### src/hw/cpu_macros.svh
// width, reset pc and multiplier step constants for the pipeline
`ifndef CPU_MACROS_SVH
`define CPU_MACROS_SVH

// datapath
`define XLEN               32
`define REG_ADDR_W         5
`define IMM_W              16

// program counter
`define RESET_PC           32'hbfc0_0000
`define PC_STEP            4

// iterative multiplier, radix 16
`define MUL_BITS_PER_STEP  4
`define MUL_STEPS          (`XLEN / `MUL_BITS_PER_STEP)

`endif

### src/hw/cpu_pkg.sv
// opcode and control state enums, instruction and stage register structs
`include "cpu_macros.svh"

package cpu_pkg;

    typedef enum logic [2:0] {
        OP_NOP,
        OP_ADD,
        OP_SUB,
        OP_AND,
        OP_OR,
        OP_XOR,
        OP_LI,     // zero-extended 16-bit immediate
        OP_MUL     // low word of product
    } opcode_e;

    typedef enum logic {
        CTRL_RUN,
        CTRL_MUL_WAIT
    } ctrl_state_e;

    // decoded instruction from the source
    typedef struct packed {
        opcode_e                 opcode;
        logic [`REG_ADDR_W-1:0]  rd;
        logic [`REG_ADDR_W-1:0]  rs;
        logic [`REG_ADDR_W-1:0]  rt;
        logic [`IMM_W-1:0]       imm;
    } instr_t;

    typedef struct packed {
        logic                    valid;
        opcode_e                 opcode;
        logic [`REG_ADDR_W-1:0]  rd;
        logic [`XLEN-1:0]        pc;
        logic [`XLEN-1:0]        a;
        logic [`XLEN-1:0]        b;
    } id_ex_t;

    // execute result, also the forwarding record
    typedef struct packed {
        logic                    valid;
        logic [`REG_ADDR_W-1:0]  rd;
        logic [`XLEN-1:0]        pc;
        logic [`XLEN-1:0]        result;
    } wb_t;

endpackage

### src/hw/pipe_control.sv
// control FSM producing the decode stall and execute hold around a multiply
`include "cpu_macros.svh"

module pipe_control
    import cpu_pkg::*;
(
    input  logic  aclk,
    input  logic  rst_n,
    input  logic  mul_start,
    input  logic  mul_done,
    output logic  stall,
    output logic  ex_hold
);

    ctrl_state_e state;
    ctrl_state_e state_next;
    logic        hold;

    always_comb begin
        state_next = state;
        case (state)
            CTRL_RUN: begin
                if (mul_start) begin
                    state_next = CTRL_MUL_WAIT;
                end
            end
            CTRL_MUL_WAIT: begin
                if (mul_done) begin
                    state_next = CTRL_RUN;
                end
            end
            default: state_next = CTRL_RUN;
        endcase
    end

    always_ff @(posedge aclk or negedge rst_n) begin
        if (!rst_n) begin
            state <= CTRL_RUN;
        end else begin
            state <= state_next;
        end
    end

    // up from the start cycle, down in the done cycle
    // so the product and the next instruction move on the same edge
    assign hold = mul_start || ((state == CTRL_MUL_WAIT) && !mul_done);

    assign stall   = hold;  // freezes pc and id_ex
    assign ex_hold = hold;  // keeps id_ex, bubble into wb

endmodule

### src/hw/mul_unit.sv
// iterative radix-16 shift-add multiplier with step counter
`include "cpu_macros.svh"

module mul_unit (
    input  logic              aclk,
    input  logic              rst_n,
    input  logic              start,
    input  logic [`XLEN-1:0]  a,
    input  logic [`XLEN-1:0]  b,
    output logic              done,
    output logic [`XLEN-1:0]  product
);

    localparam int CNT_W = $clog2(`MUL_STEPS);
    localparam logic [CNT_W-1:0] LAST_STEP = CNT_W'(`MUL_STEPS - 1);

    logic             busy;
    logic [CNT_W-1:0] step;
    logic [`XLEN-1:0] a_sh;     // multiplier with the low digit consumed first
    logic [`XLEN-1:0] b_sh;     // multiplicand at the current digit weight
    logic [`XLEN-1:0] acc;
    logic [`XLEN-1:0] digit;
    logic [`XLEN-1:0] partial;

    assign digit   = {{(`XLEN - `MUL_BITS_PER_STEP){1'b0}}, a_sh[`MUL_BITS_PER_STEP-1:0]};
    assign partial = b_sh * digit;  // low word only
    assign product = acc + partial;
    assign done    = busy && (step == LAST_STEP);

    always_ff @(posedge aclk or negedge rst_n) begin
        if (!rst_n) begin
            busy <= 1'b0;
            step <= '0;
        end else if (start) begin
            busy <= 1'b1;
            step <= '0;
        end else if (busy) begin
            busy <= !done;
            step <= step + CNT_W'(1);   // wraps back to zero after the last step
        end
    end

    // operand and accumulator registers
    always_ff @(posedge aclk) begin
        if (start) begin
            a_sh <= a;
            b_sh <= b;
            acc  <= '0;
        end else if (busy) begin
            a_sh <= a_sh >> `MUL_BITS_PER_STEP;
            b_sh <= b_sh << `MUL_BITS_PER_STEP;
            acc  <= product;
        end
    end

endmodule

### src/hw/decode_stage.sv
// register file, operand forwarding, pc counter and id/ex pipeline register
`include "cpu_macros.svh"

module decode_stage
    import cpu_pkg::*;
(
    input  logic    aclk,
    input  logic    rst_n,
    input  logic    instr_valid,
    input  instr_t  instr,
    input  logic    stall,
    input  wb_t     ex_fwd,
    input  wb_t     wb,
    output id_ex_t  id_ex
);

    localparam int NUM_REGS = 2 ** `REG_ADDR_W;

    logic [`XLEN-1:0] regs [NUM_REGS];
    logic [`XLEN-1:0] pc_q;
    logic [`XLEN-1:0] op_rs;
    logic [`XLEN-1:0] op_rt;
    logic [`XLEN-1:0] imm_ext;
    logic             accept;
    logic             is_li;
    id_ex_t           id_ex_next;

    // register zero, then execute, then writeback, then the file
    function automatic logic [`XLEN-1:0] fwd_operand(
        input logic [`REG_ADDR_W-1:0] r,
        input wb_t                    ex_res,
        input wb_t                    wb_res,
        input logic [`XLEN-1:0]       rf_val
    );
        logic [`XLEN-1:0] val;
        if (r == '0) begin
            val = '0;
        end else if (ex_res.valid && (ex_res.rd == r)) begin
            val = ex_res.result;
        end else if (wb_res.valid && (wb_res.rd == r)) begin
            val = wb_res.result;
        end else begin
            val = rf_val;
        end
        return val;
    endfunction

    // register file write port, r0 never written
    always_ff @(posedge aclk) begin
        if (wb.valid && (wb.rd != '0)) begin
            regs[wb.rd] <= wb.result;
        end
    end

    assign accept  = instr_valid && !stall;
    assign is_li   = (instr.opcode == OP_LI);
    assign imm_ext = {{(`XLEN - `IMM_W){1'b0}}, instr.imm};
    assign op_rs   = fwd_operand(instr.rs, ex_fwd, wb, regs[instr.rs]);
    assign op_rt   = fwd_operand(instr.rt, ex_fwd, wb, regs[instr.rt]);

    always_comb begin
        id_ex_next.valid  = instr_valid;   // bubble when nothing offered
        id_ex_next.opcode = instr.opcode;
        id_ex_next.rd     = instr.rd;
        id_ex_next.pc     = pc_q;
        id_ex_next.a      = is_li ? '0 : op_rs;
        id_ex_next.b      = is_li ? imm_ext : op_rt;
    end

    always_ff @(posedge aclk or negedge rst_n) begin
        if (!rst_n) begin
            pc_q <= `RESET_PC;
        end else if (accept) begin
            pc_q <= pc_q + `XLEN'(`PC_STEP);
        end
    end

    always_ff @(posedge aclk or negedge rst_n) begin
        if (!rst_n) begin
            id_ex <= '0;
        end else if (!stall) begin
            id_ex <= id_ex_next;
        end
    end

endmodule

### src/hw/execute_stage.sv
// ALU, multiplier instance and the ex/wb pipeline register
`include "cpu_macros.svh"

module execute_stage
    import cpu_pkg::*;
(
    input  logic    aclk,
    input  logic    rst_n,
    input  id_ex_t  id_ex,
    input  logic    ex_hold,
    output wb_t     ex_fwd,
    output wb_t     wb,
    output logic    mul_start,
    output logic    mul_done
);

    logic             is_mul;
    logic             issued;    // multiply already handed to mul_unit
    logic [`XLEN-1:0] product;
    logic [`XLEN-1:0] alu_out;

    assign is_mul    = id_ex.valid && (id_ex.opcode == OP_MUL);
    assign mul_start = is_mul && !issued;

    mul_unit u_mul_unit (
        .aclk     (aclk),
        .rst_n    (rst_n),
        .start    (mul_start),
        .a        (id_ex.a),
        .b        (id_ex.b),
        .done     (mul_done),
        .product  (product)
    );

    always_ff @(posedge aclk or negedge rst_n) begin
        if (!rst_n) begin
            issued <= 1'b0;
        end else if (mul_done) begin
            issued <= 1'b0;
        end else if (mul_start) begin
            issued <= 1'b1;
        end
    end

    always_comb begin
        case (id_ex.opcode)
            OP_ADD:  alu_out = id_ex.a + id_ex.b;
            OP_SUB:  alu_out = id_ex.a - id_ex.b;
            OP_AND:  alu_out = id_ex.a & id_ex.b;
            OP_OR:   alu_out = id_ex.a | id_ex.b;
            OP_XOR:  alu_out = id_ex.a ^ id_ex.b;
            OP_LI:   alu_out = id_ex.b;
            OP_MUL:  alu_out = product;
            default: alu_out = '0;
        endcase
    end

    // a multiply is final only in its done cycle
    always_comb begin
        ex_fwd.valid  = id_ex.valid && (!is_mul || mul_done);
        ex_fwd.rd     = (id_ex.opcode == OP_NOP) ? '0 : id_ex.rd;  // nop writes nothing
        ex_fwd.pc     = id_ex.pc;
        ex_fwd.result = alu_out;
    end

    always_ff @(posedge aclk or negedge rst_n) begin
        if (!rst_n) begin
            wb <= '0;
        end else if (ex_hold) begin
            wb.valid <= 1'b0;       // bubble while the multiply runs
        end else begin
            wb <= ex_fwd;
        end
    end

endmodule

### src/hw/cpu_top.sv
// pipeline top with control, decode, execute and the golden trace outputs
`include "cpu_macros.svh"

module cpu_top
    import cpu_pkg::*;
(
    input  logic                    aclk,
    input  logic                    rst_n,
    input  logic                    instr_valid,
    input  instr_t                  instr,
    output logic                    stall,
    output logic [`XLEN-1:0]        debug_wb_pc,
    output logic [`XLEN-1:0]        debug_wb_rf_wdata,
    output logic [3:0]              debug_wb_rf_wen,
    output logic [`REG_ADDR_W-1:0]  debug_wb_rf_wnum
);

    id_ex_t id_ex;
    wb_t    ex_fwd;     // execute result before the register
    wb_t    wb;
    logic   mul_start;
    logic   mul_done;
    logic   ex_hold;

    pipe_control u_pipe_control (
        .aclk       (aclk),
        .rst_n      (rst_n),
        .mul_start  (mul_start),
        .mul_done   (mul_done),
        .stall      (stall),
        .ex_hold    (ex_hold)
    );

    decode_stage u_decode_stage (
        .aclk         (aclk),
        .rst_n        (rst_n),
        .instr_valid  (instr_valid),
        .instr        (instr),
        .stall        (stall),
        .ex_fwd       (ex_fwd),
        .wb           (wb),
        .id_ex        (id_ex)
    );

    execute_stage u_execute_stage (
        .aclk       (aclk),
        .rst_n      (rst_n),
        .id_ex      (id_ex),
        .ex_hold    (ex_hold),
        .ex_fwd     (ex_fwd),
        .wb         (wb),
        .mul_start  (mul_start),
        .mul_done   (mul_done)
    );

    // golden trace from the writeback register
    assign debug_wb_pc       = wb.pc;
    assign debug_wb_rf_wdata = wb.result;
    assign debug_wb_rf_wnum  = wb.rd;
    assign debug_wb_rf_wen   = (wb.valid && (wb.rd != '0)) ? 4'b1111 : 4'b0000;

endmodule

### config.mk
export PLATFORM = sky130hd
export DESIGN_NAME = cpu_top
export DESIGN_NICKNAME = d
export VERILOG_FILES = /design/src/hw/cpu_pkg.sv /design/src/hw/pipe_control.sv /design/src/hw/mul_unit.sv /design/src/hw/decode_stage.sv /design/src/hw/execute_stage.sv /design/src/hw/cpu_top.sv
export VERILOG_INCLUDE_DIRS = /design/src /design/src/hw
export SDC_FILE = /design/constraint.sdc
export NUM_CORES = 2
export LEC_CHECK = 0
export BUFFER_PORTS_ARGS = -buffer_cell sky130_fd_sc_hd__buf_2
export CAP_MARGIN = 20
export CORE_AREA = 2 2 377 379
export DETAILED_ROUTE_END_ITERATION = 7
export DIE_AREA = 0 0 379 381
export PLACE_DENSITY = 0.65
export SYNTH_ARGS = -nofsm -noshare
export SYNTH_HDL_FRONTEND = slang
export SYNTH_SLANG_ARGS = --single-unit
### constraint.sdc
create_clock -name aclk -period 11.7 [get_ports aclk]
set_clock_uncertainty 0.05 [all_clocks]
set_input_delay 0.585 -clock aclk [delete_from_list [all_inputs] [get_ports aclk]]
set_output_delay 0.585 -clock aclk [all_outputs]
set_load 0.005 [all_outputs]
# Yosys cells after proc, flatten, opt, wreduce, memory -nomap -nowiden
# Memory sizes are Yosys's and may differ from the RTL's.
# Cells that the tools add are included.
[classes]
add_sub_neg = 5
n_mul = 1
n_div = 0
order_cmp = 0
eq_ne = 13
n_shift = 0
mux = 27
bitwise_logic = 4
reduce_logical = 23
[ops]
columns = ["operator", "n"]
rows = [
  ["2-to-1 mux 32 bit", 12],
  ["case mux 32 bit (7 select lines)", 1],
  ["adder 32 bit", 2],
  ["adder 32 x 3 -> 32 bit, second input constant", 1],
  ["bitwise AND 32 bit", 1],
  ["multiplier 32 x 4 -> 32 bit", 1],
  ["bitwise OR 32 bit", 1],
  ["subtractor 32 bit", 1],
  ["bitwise XOR 32 bit", 1],
  ["equality test 5 bit", 4],
  ["equality test 3 bit, second input constant", 6],
  ["logical AND 1 bit", 11],
  ["zero test 5 bit", 2],
  ["2-to-1 mux 1 bit", 9],
  ["equality test 3 x 2 -> 1 bit, second input constant", 2],
  ["2-to-1 mux 3 bit", 2],
  ["2-to-1 mux 5 bit", 1],
  ["nonzero test 5 bit", 1],
  ["zero test 1 bit", 4],
  ["2-to-1 mux 4 bit", 1],
  ["nonzero test 2 bit", 2],
  ["adder 3 x 1 -> 3 bit, second input constant", 1],
  ["equality test 3 x 1 -> 1 bit, second input constant", 1],
  ["zero test 3 bit", 1],
  ["other kinds (3)", 4],
]
[totals]
register_bits = 309
latch_bits = 0
ram_bits = 1024
mem_bits_ro = 0
input_bits = 37
out_inout_bits = 74
mem_count = 1
[mem_list]
columns = ["name", "words", "word_bits", "read_ports", "rd_ports_with_merged_regs", "wr", "line_no", "rtl"]
rows = [
  ["u_decode_stage.regs", 32, 32, 2, 0, 1, "decode_stage.sv:19", "logic [`XLEN-1:0] regs [NUM_REGS];"],
]

# Logic depth before layout (Yosys ltp)
[logic_depth]
ltp_word = 9
depth_mapped = 19
depth_no_buf = 18

# By module
# Synthesis repeated with hierarchy kept, for this count alone.
[hier_totals]
hier_cells = 4976
area_unflattened_um2 = 70722.8
[modules_own_cells]
columns = ["module", "n_inst", "cells_per_inst", "area_per_inst_um2", "seq_area_each_um2"]
rows = [
  ["decode_stage", 1, 3247, 53999.3, 34088.9],
  ["mul_unit", 1, 882, 8814.7, 2662.6],
  ["execute_stage", 1, 836, 7816.2, 1776.7],
  ["pipe_control", 1, 6, 55.1, 25.0],
  ["cpu_top", 1, 5, 37.5, 0.0],
]

# Worst setup path after synthesis
# No wires, ideal clock.
[synth_path]
path_kind = "register to register"
startpoint = "register u_execute_stage.u_mul_unit.a_sh[3]"
endpoint = "register u_decode_stage.id_ex[58] (netlist name)"
arrival_ps = 4584
slack_ps = 6940
path_stages_with_launch = 20
path_buffers = 3
path_cell_list = "edfxtp_1 > clkbuf_1 > clkbuf_1 > and2_1 > fa_1 > fa_1 > inv_1 > fa_1 > inv_1 > ha_1 > clkbuf_1 > a21oi_1 > o21ai_0 > nor2_1 > a211o_1 > a21oi_1 > nor2_1 > xnor2_1 > a221o_1 > a221o_1"
[synth_between]
elab_chain_cells = 6
[synth_rtl]
columns = ["element", "line_no", "rtl"]
rows = [
  ["from (decl)", "mul_unit.sv:19", "logic [`XLEN-1:0] a_sh;"],
  ["from (signal assigned)", "mul_unit.sv:50", "a_sh <= a_sh >> `MUL_BITS_PER_STEP;"],
  ["multiplier 32 x 4 -> 32 bit", "mul_unit.sv:26", "assign partial = b_sh * digit;"],
  ["adder 32 bit", "mul_unit.sv:27", "assign product = acc + partial;"],
  ["case mux 32 bit (7 select lines)", "execute_stage.sv:46", "case (id_ex.opcode)"],
  ["2-to-1 mux 32 bit", "decode_stage.sv:38", "end else if (ex_res.valid && (ex_res.rd == r)) begin"],
  ["2-to-1 mux 32 bit", "decode_stage.sv:36", "if (r == '0) begin"],
  ["2-to-1 mux 32 bit", "decode_stage.sv:66", "id_ex_next.a = is_li ? '0 : op_rs;"],
]
# Every way passes these cells.
# A chain may end at the register's enable or synchronous reset.

# Worst setup path in the final report
[layout_path]
startpoint = "register u_execute_stage.u_mul_unit.a_sh[1]"
endpoint = "register u_decode_stage.id_ex[25] (netlist name)"
[layout_between]
elab_chain_cells = 6
[layout_rtl]
columns = ["element", "line_no", "rtl"]
rows = [
  ["multiplier 32 x 4 -> 32 bit", "mul_unit.sv:26", ""],
  ["adder 32 bit", "mul_unit.sv:27", ""],
  ["case mux 32 bit (7 select lines)", "execute_stage.sv:46", ""],
  ["2-to-1 mux 32 bit", "decode_stage.sv:38", ""],
  ["2-to-1 mux 32 bit", "decode_stage.sv:36", ""],
  ["2-to-1 mux 32 bit", "decode_stage.sv:67", "id_ex_next.b = is_li ? imm_ext : op_rt;"],
]
# Every way passes these cells.

==> metrics.md <==
| Metric | Value |
|---|---|
| Status | finished, final reports clean |
| Die width | 379 um |
| Fin crit share | 49.6% |
| Combinational family with the most area after synthesis | multiplexers |
| Worst vdd ir | 0.299 mV |
| Final Critical Period | 5.80 ns |
| Crit Path Category | reg2reg |
| Yosys warns | 0 |
| Core ar. | 0.141 mm2 |
| Multi-input gate area | 0.0290 mm2 |
| Worst Path Max Fanout | 31 |
| Starting DRT DRC Count | 5165 |
| TritonCTS Buffers | 140 |
| Post-CTS Setup Repair Bufs | 0 |
| FMAX | 172 MHz |
| Global-route wire length before repair | 301000 um |
| Detailed Route WL | 206000 um |
| Grt ovf | 0 |
| Synth Area per Inst | 14.1 um2 |
| RR Startpoint | u_execute_stage.u_mul_unit.a_sh[1] |
| Number of iterations in the first detailed-routing pass | 8 |
| Worst-path clk slew | 0.07 ns |
| Initial antenna violation count | 3 |
| Slew HR | 16.8% |
| IO Count | 111 |
| # resized after CTS | 0 |
| Max incr delay on CP | 0.92 ns |
| Crit path from | u_execute_stage.u_mul_unit.a_sh[1] |
| Cell Area, Synth | 0.0698 mm2 |
| Logic pwr share | 51.3% |
| H-tree Lvls | 4 |
| Synth Instances | 4945 |
| Startpoint types | register |
| Cell count after placement | 6688 |
| Max cap viols | 0 |
| DRT antenna net count | 0 |
| Final Instance Count excl. Fillers | 6967 |
| CTS Sinks | 1327 |
| CP arrival | 6.35 ns |
| Clk buf depth | 3 |
| Kind of cell adding the most delay to the critical path | adder cells |
| Synth top area cells | edfxtp_1, mux4_2, dfrtp_1, mux2i_1, nand2_1 |
| Hold_sp | instr[4] |
| Cell taking the most area after synthesis | edfxtp_1 |
| Routability congestion estimate | 0.926 |
| Post-synthesis compound-gate area fraction | 7.90% |
| Post-Synth Adder-Cell Area | 4.90% |
| Die height | 381 um |
| GRT Overall Usage | 28.6% |
| Setup_tns | 0 ns |
| Main synth FF type | edfxtp_1 |
| CTS tree | done |
| Leak | 0.0282 uW |
| DRC viols | 0 |
| Fraction of registers with async set/reset | 15.6% |
| Switching pwr | 9850 uW |
| Fillcell total | 11350 |
| Post-synthesis xor/xnor area fraction | 1.70% |
| Total number of vias | 44901 |
| Simple-gate portion of the synthesized area | 6.75% |
| Power Total | 22800 uW |
| CP required | 12.25 ns |
| Share of layout cells above drive strength 1 | 19.2% |
| Worst-Skew Late Latency | 0.79 ns |
| Register area share after synthesis | 55.2% |
| Final instance area | 0.0770 mm2 |
| Cell Pwr Density | 296 mW/mm2 |
| Slew of the pin with the lowest slew margin | 1.25 ns |
| Top cell by count, worst path | fa_1 |
| Vias per cell | 6.44 |
| Final Max Tran Viols | 0 |
| Synth cell types | 87 |
| DR WL/cell | 29.5 um |
| Top-count cell post-synth | edfxtp_1 |
| Clock network fraction of total power | 19.0% |
| CP Cell Sequence | nand2_1 > fa_1 > fa_1 > fa_1 > inv_1 > ha_1 > nor2b_1 > o211ai_1 > a31oi_1 > a21oi_1 > nor3b_1 > a21oi_1 > xor2_1 > a221oi_1 > o221ai_1 |
| Seq pwr share | 29.8% |
| Die area | 0.144 mm2 |
| Switching Fraction | 43.3% |
| Synthesis-to-finish area growth | 10.3% |
| Row cnt | 138 |
| Register area | 0.0385 mm2 |
| P_int | 12900 uW |
| Hold Path Class | in2reg |
| Largest net degree at the start of global routing | 122 |
| Port-buffer cells | 108 |
| Worst Setup End Kind | register |
| Slowest CP cell | edfxtp_1 |
| Crit path buf inv count | 1 |
| Post-place instance area | 0.0722 mm2 |
| Mux contribution to synthesized area | 19.7% |
| Starting Density | 49.7% |
| RSZ-0062 raised after global routing | no |
| Final setup vio count | 0 |
| Post-synth EDFFs | 1088 |
| Post-synth top cells | edfxtp_1, nand2_1, mux4_2 |
| Detailed Place HPWL | 124000 um |
| Hold buffers post-CTS | 11 |
| Final Hold Viols | 0 |
| Layout Nets | 5222 |
| Post-synth top area share | 46.8% |
| Vias in the first global route | 44537 |
| Seq cells post-synth | 1327 |
| Clock root buffer | clkbuf_16 |
final timing paths:
path,cells past startpoint,slack [ns],end
max in group asynchronous,4,9.04,u_decode_stage.id_ex[13]
setup reg to reg,15,5.90,u_decode_stage.id_ex[25]
hold / removal,3,0.08,u_decode_stage.id_ex[4]
hold reg to reg,2,0.41,u_execute_stage.wb[39]
min in group asynchronous,2,0.36,u_execute_stage.wb[45]
setup / recovery,15,5.90,u_decode_stage.id_ex[25]
power groups by stage:
stage          Clock (uW)  Combinational (uW)  Sequential [uW]
4_1_cts              4380               11200             6930
3_5_place_dp            0               11100             7020
3_3_place_gp            0               11000             7000
2_1_floorplan           0                8030             6810
5_1_grt              4560               12900             6830
6_report             4320               11700             6770
worst register-to-register path, delay by kind of cell, from the launching register on:
kind | cells | cell delay (ns)
xor gates and xnor gates | 1 | 0.21
adders and majority gates | 4 | 1.90
DFF | 1 | 0.92
AOI/OAI and AO/OA | 6 | 1.89
and+or+nand+nor | 3 | 0.62
buffers and inverters | 1 | 0.04
routing by layer:
metal	vias up	track usage, %	share of wire, %
met4	0	10.0	3.7
met2	2199	45.6	48
met5	-	0	0
met3	367	5.53	9.4
li1	19096	-	-
met1	23239	39.4	39
layout by cell type (no fill, tap or decap), types with 17 or more instances in the layout:
| cell type | instances |
|---|---|
| edfxtp_1 | 1088 |
| nand2_1 | 482 |
| mux4_2 | 479 |
| mux2i_1 | 289 |
| o21ai_0 | 216 |
| inv_1 | 215 |
| dfrtp_1 | 197 |
| a21oi_1 | 170 |
| nor2_1 | 159 |
| clkbuf_16 | 143 |
| ha_1 | 134 |
| and2_1 | 120 |
| o221ai_1 | 119 |
| buf_4 | 107 |
| buf_2 | 98 |
| xnor2_1 | 91 |
| fa_1 | 87 |
| nor3_1 | 84 |
| o22ai_1 | 54 |
| xor2_1 | 43 |
| a211oi_1 | 43 |
| clkbuf_1 | 42 |
| nand3_1 | 41 |
| o211ai_1 | 37 |
| conb_1 | 34 |
| dfxtp_1 | 32 |
| nor2_4 | 31 |
| clkinv_1 | 28 |
| a221oi_1 | 26 |
| a221o_1 | 21 |
| and3_1 | 20 |
| a21o_1 | 20 |
| clkinv_2 | 17 |
final cells by class:
cell class	instances	area share (%)
flip-flops and latches	1327	50.0
multi-input cells	3036	37.7
clock buffers	187	4.89
well taps	1890	3.07
repair buffers	240	2.50
inverters	219	1.07
clock inverters	67	0.785
diodes	1	0.00325
flip-flops by register name (all words and copies together) (netlist names):
signal                           cells
u_decode_stage.id_ex               103
u_decode_stage.pc_q                 30
u_decode_stage.regs               1024
u_execute_stage.issued               1
u_execute_stage.u_mul_unit.a_sh     32
u_execute_stage.u_mul_unit.acc      32
u_execute_stage.u_mul_unit.b_sh     32
u_execute_stage.u_mul_unit.busy      1
u_execute_stage.u_mul_unit.step      3
u_execute_stage.wb                  68
u_pipe_control.state                 1
per-stage QoR:
stage                     util (%)  setup slack, ns  hold slack (ns)
after floorplan                  -             6.94            0.239
after global placement        51.3             5.76            0.402
after detailed placement      51.3             5.96            0.403
after CTS                     54.5             5.93           0.0370
after global routing          54.8             5.52            0.104
final                         54.8             5.90           0.0848
cell families after synthesis:
group	Yosys count
multiplexers	776
adder cells (fa/ha/maj)	221
AND/OR/NAND/NOR	1036
XOR/XNOR	135
flip-flops	1327
other	1
AO/OA/AOI/OAI	834
buffers and inverters	615
No activity file was read; power rests on OpenSTA's default activity.
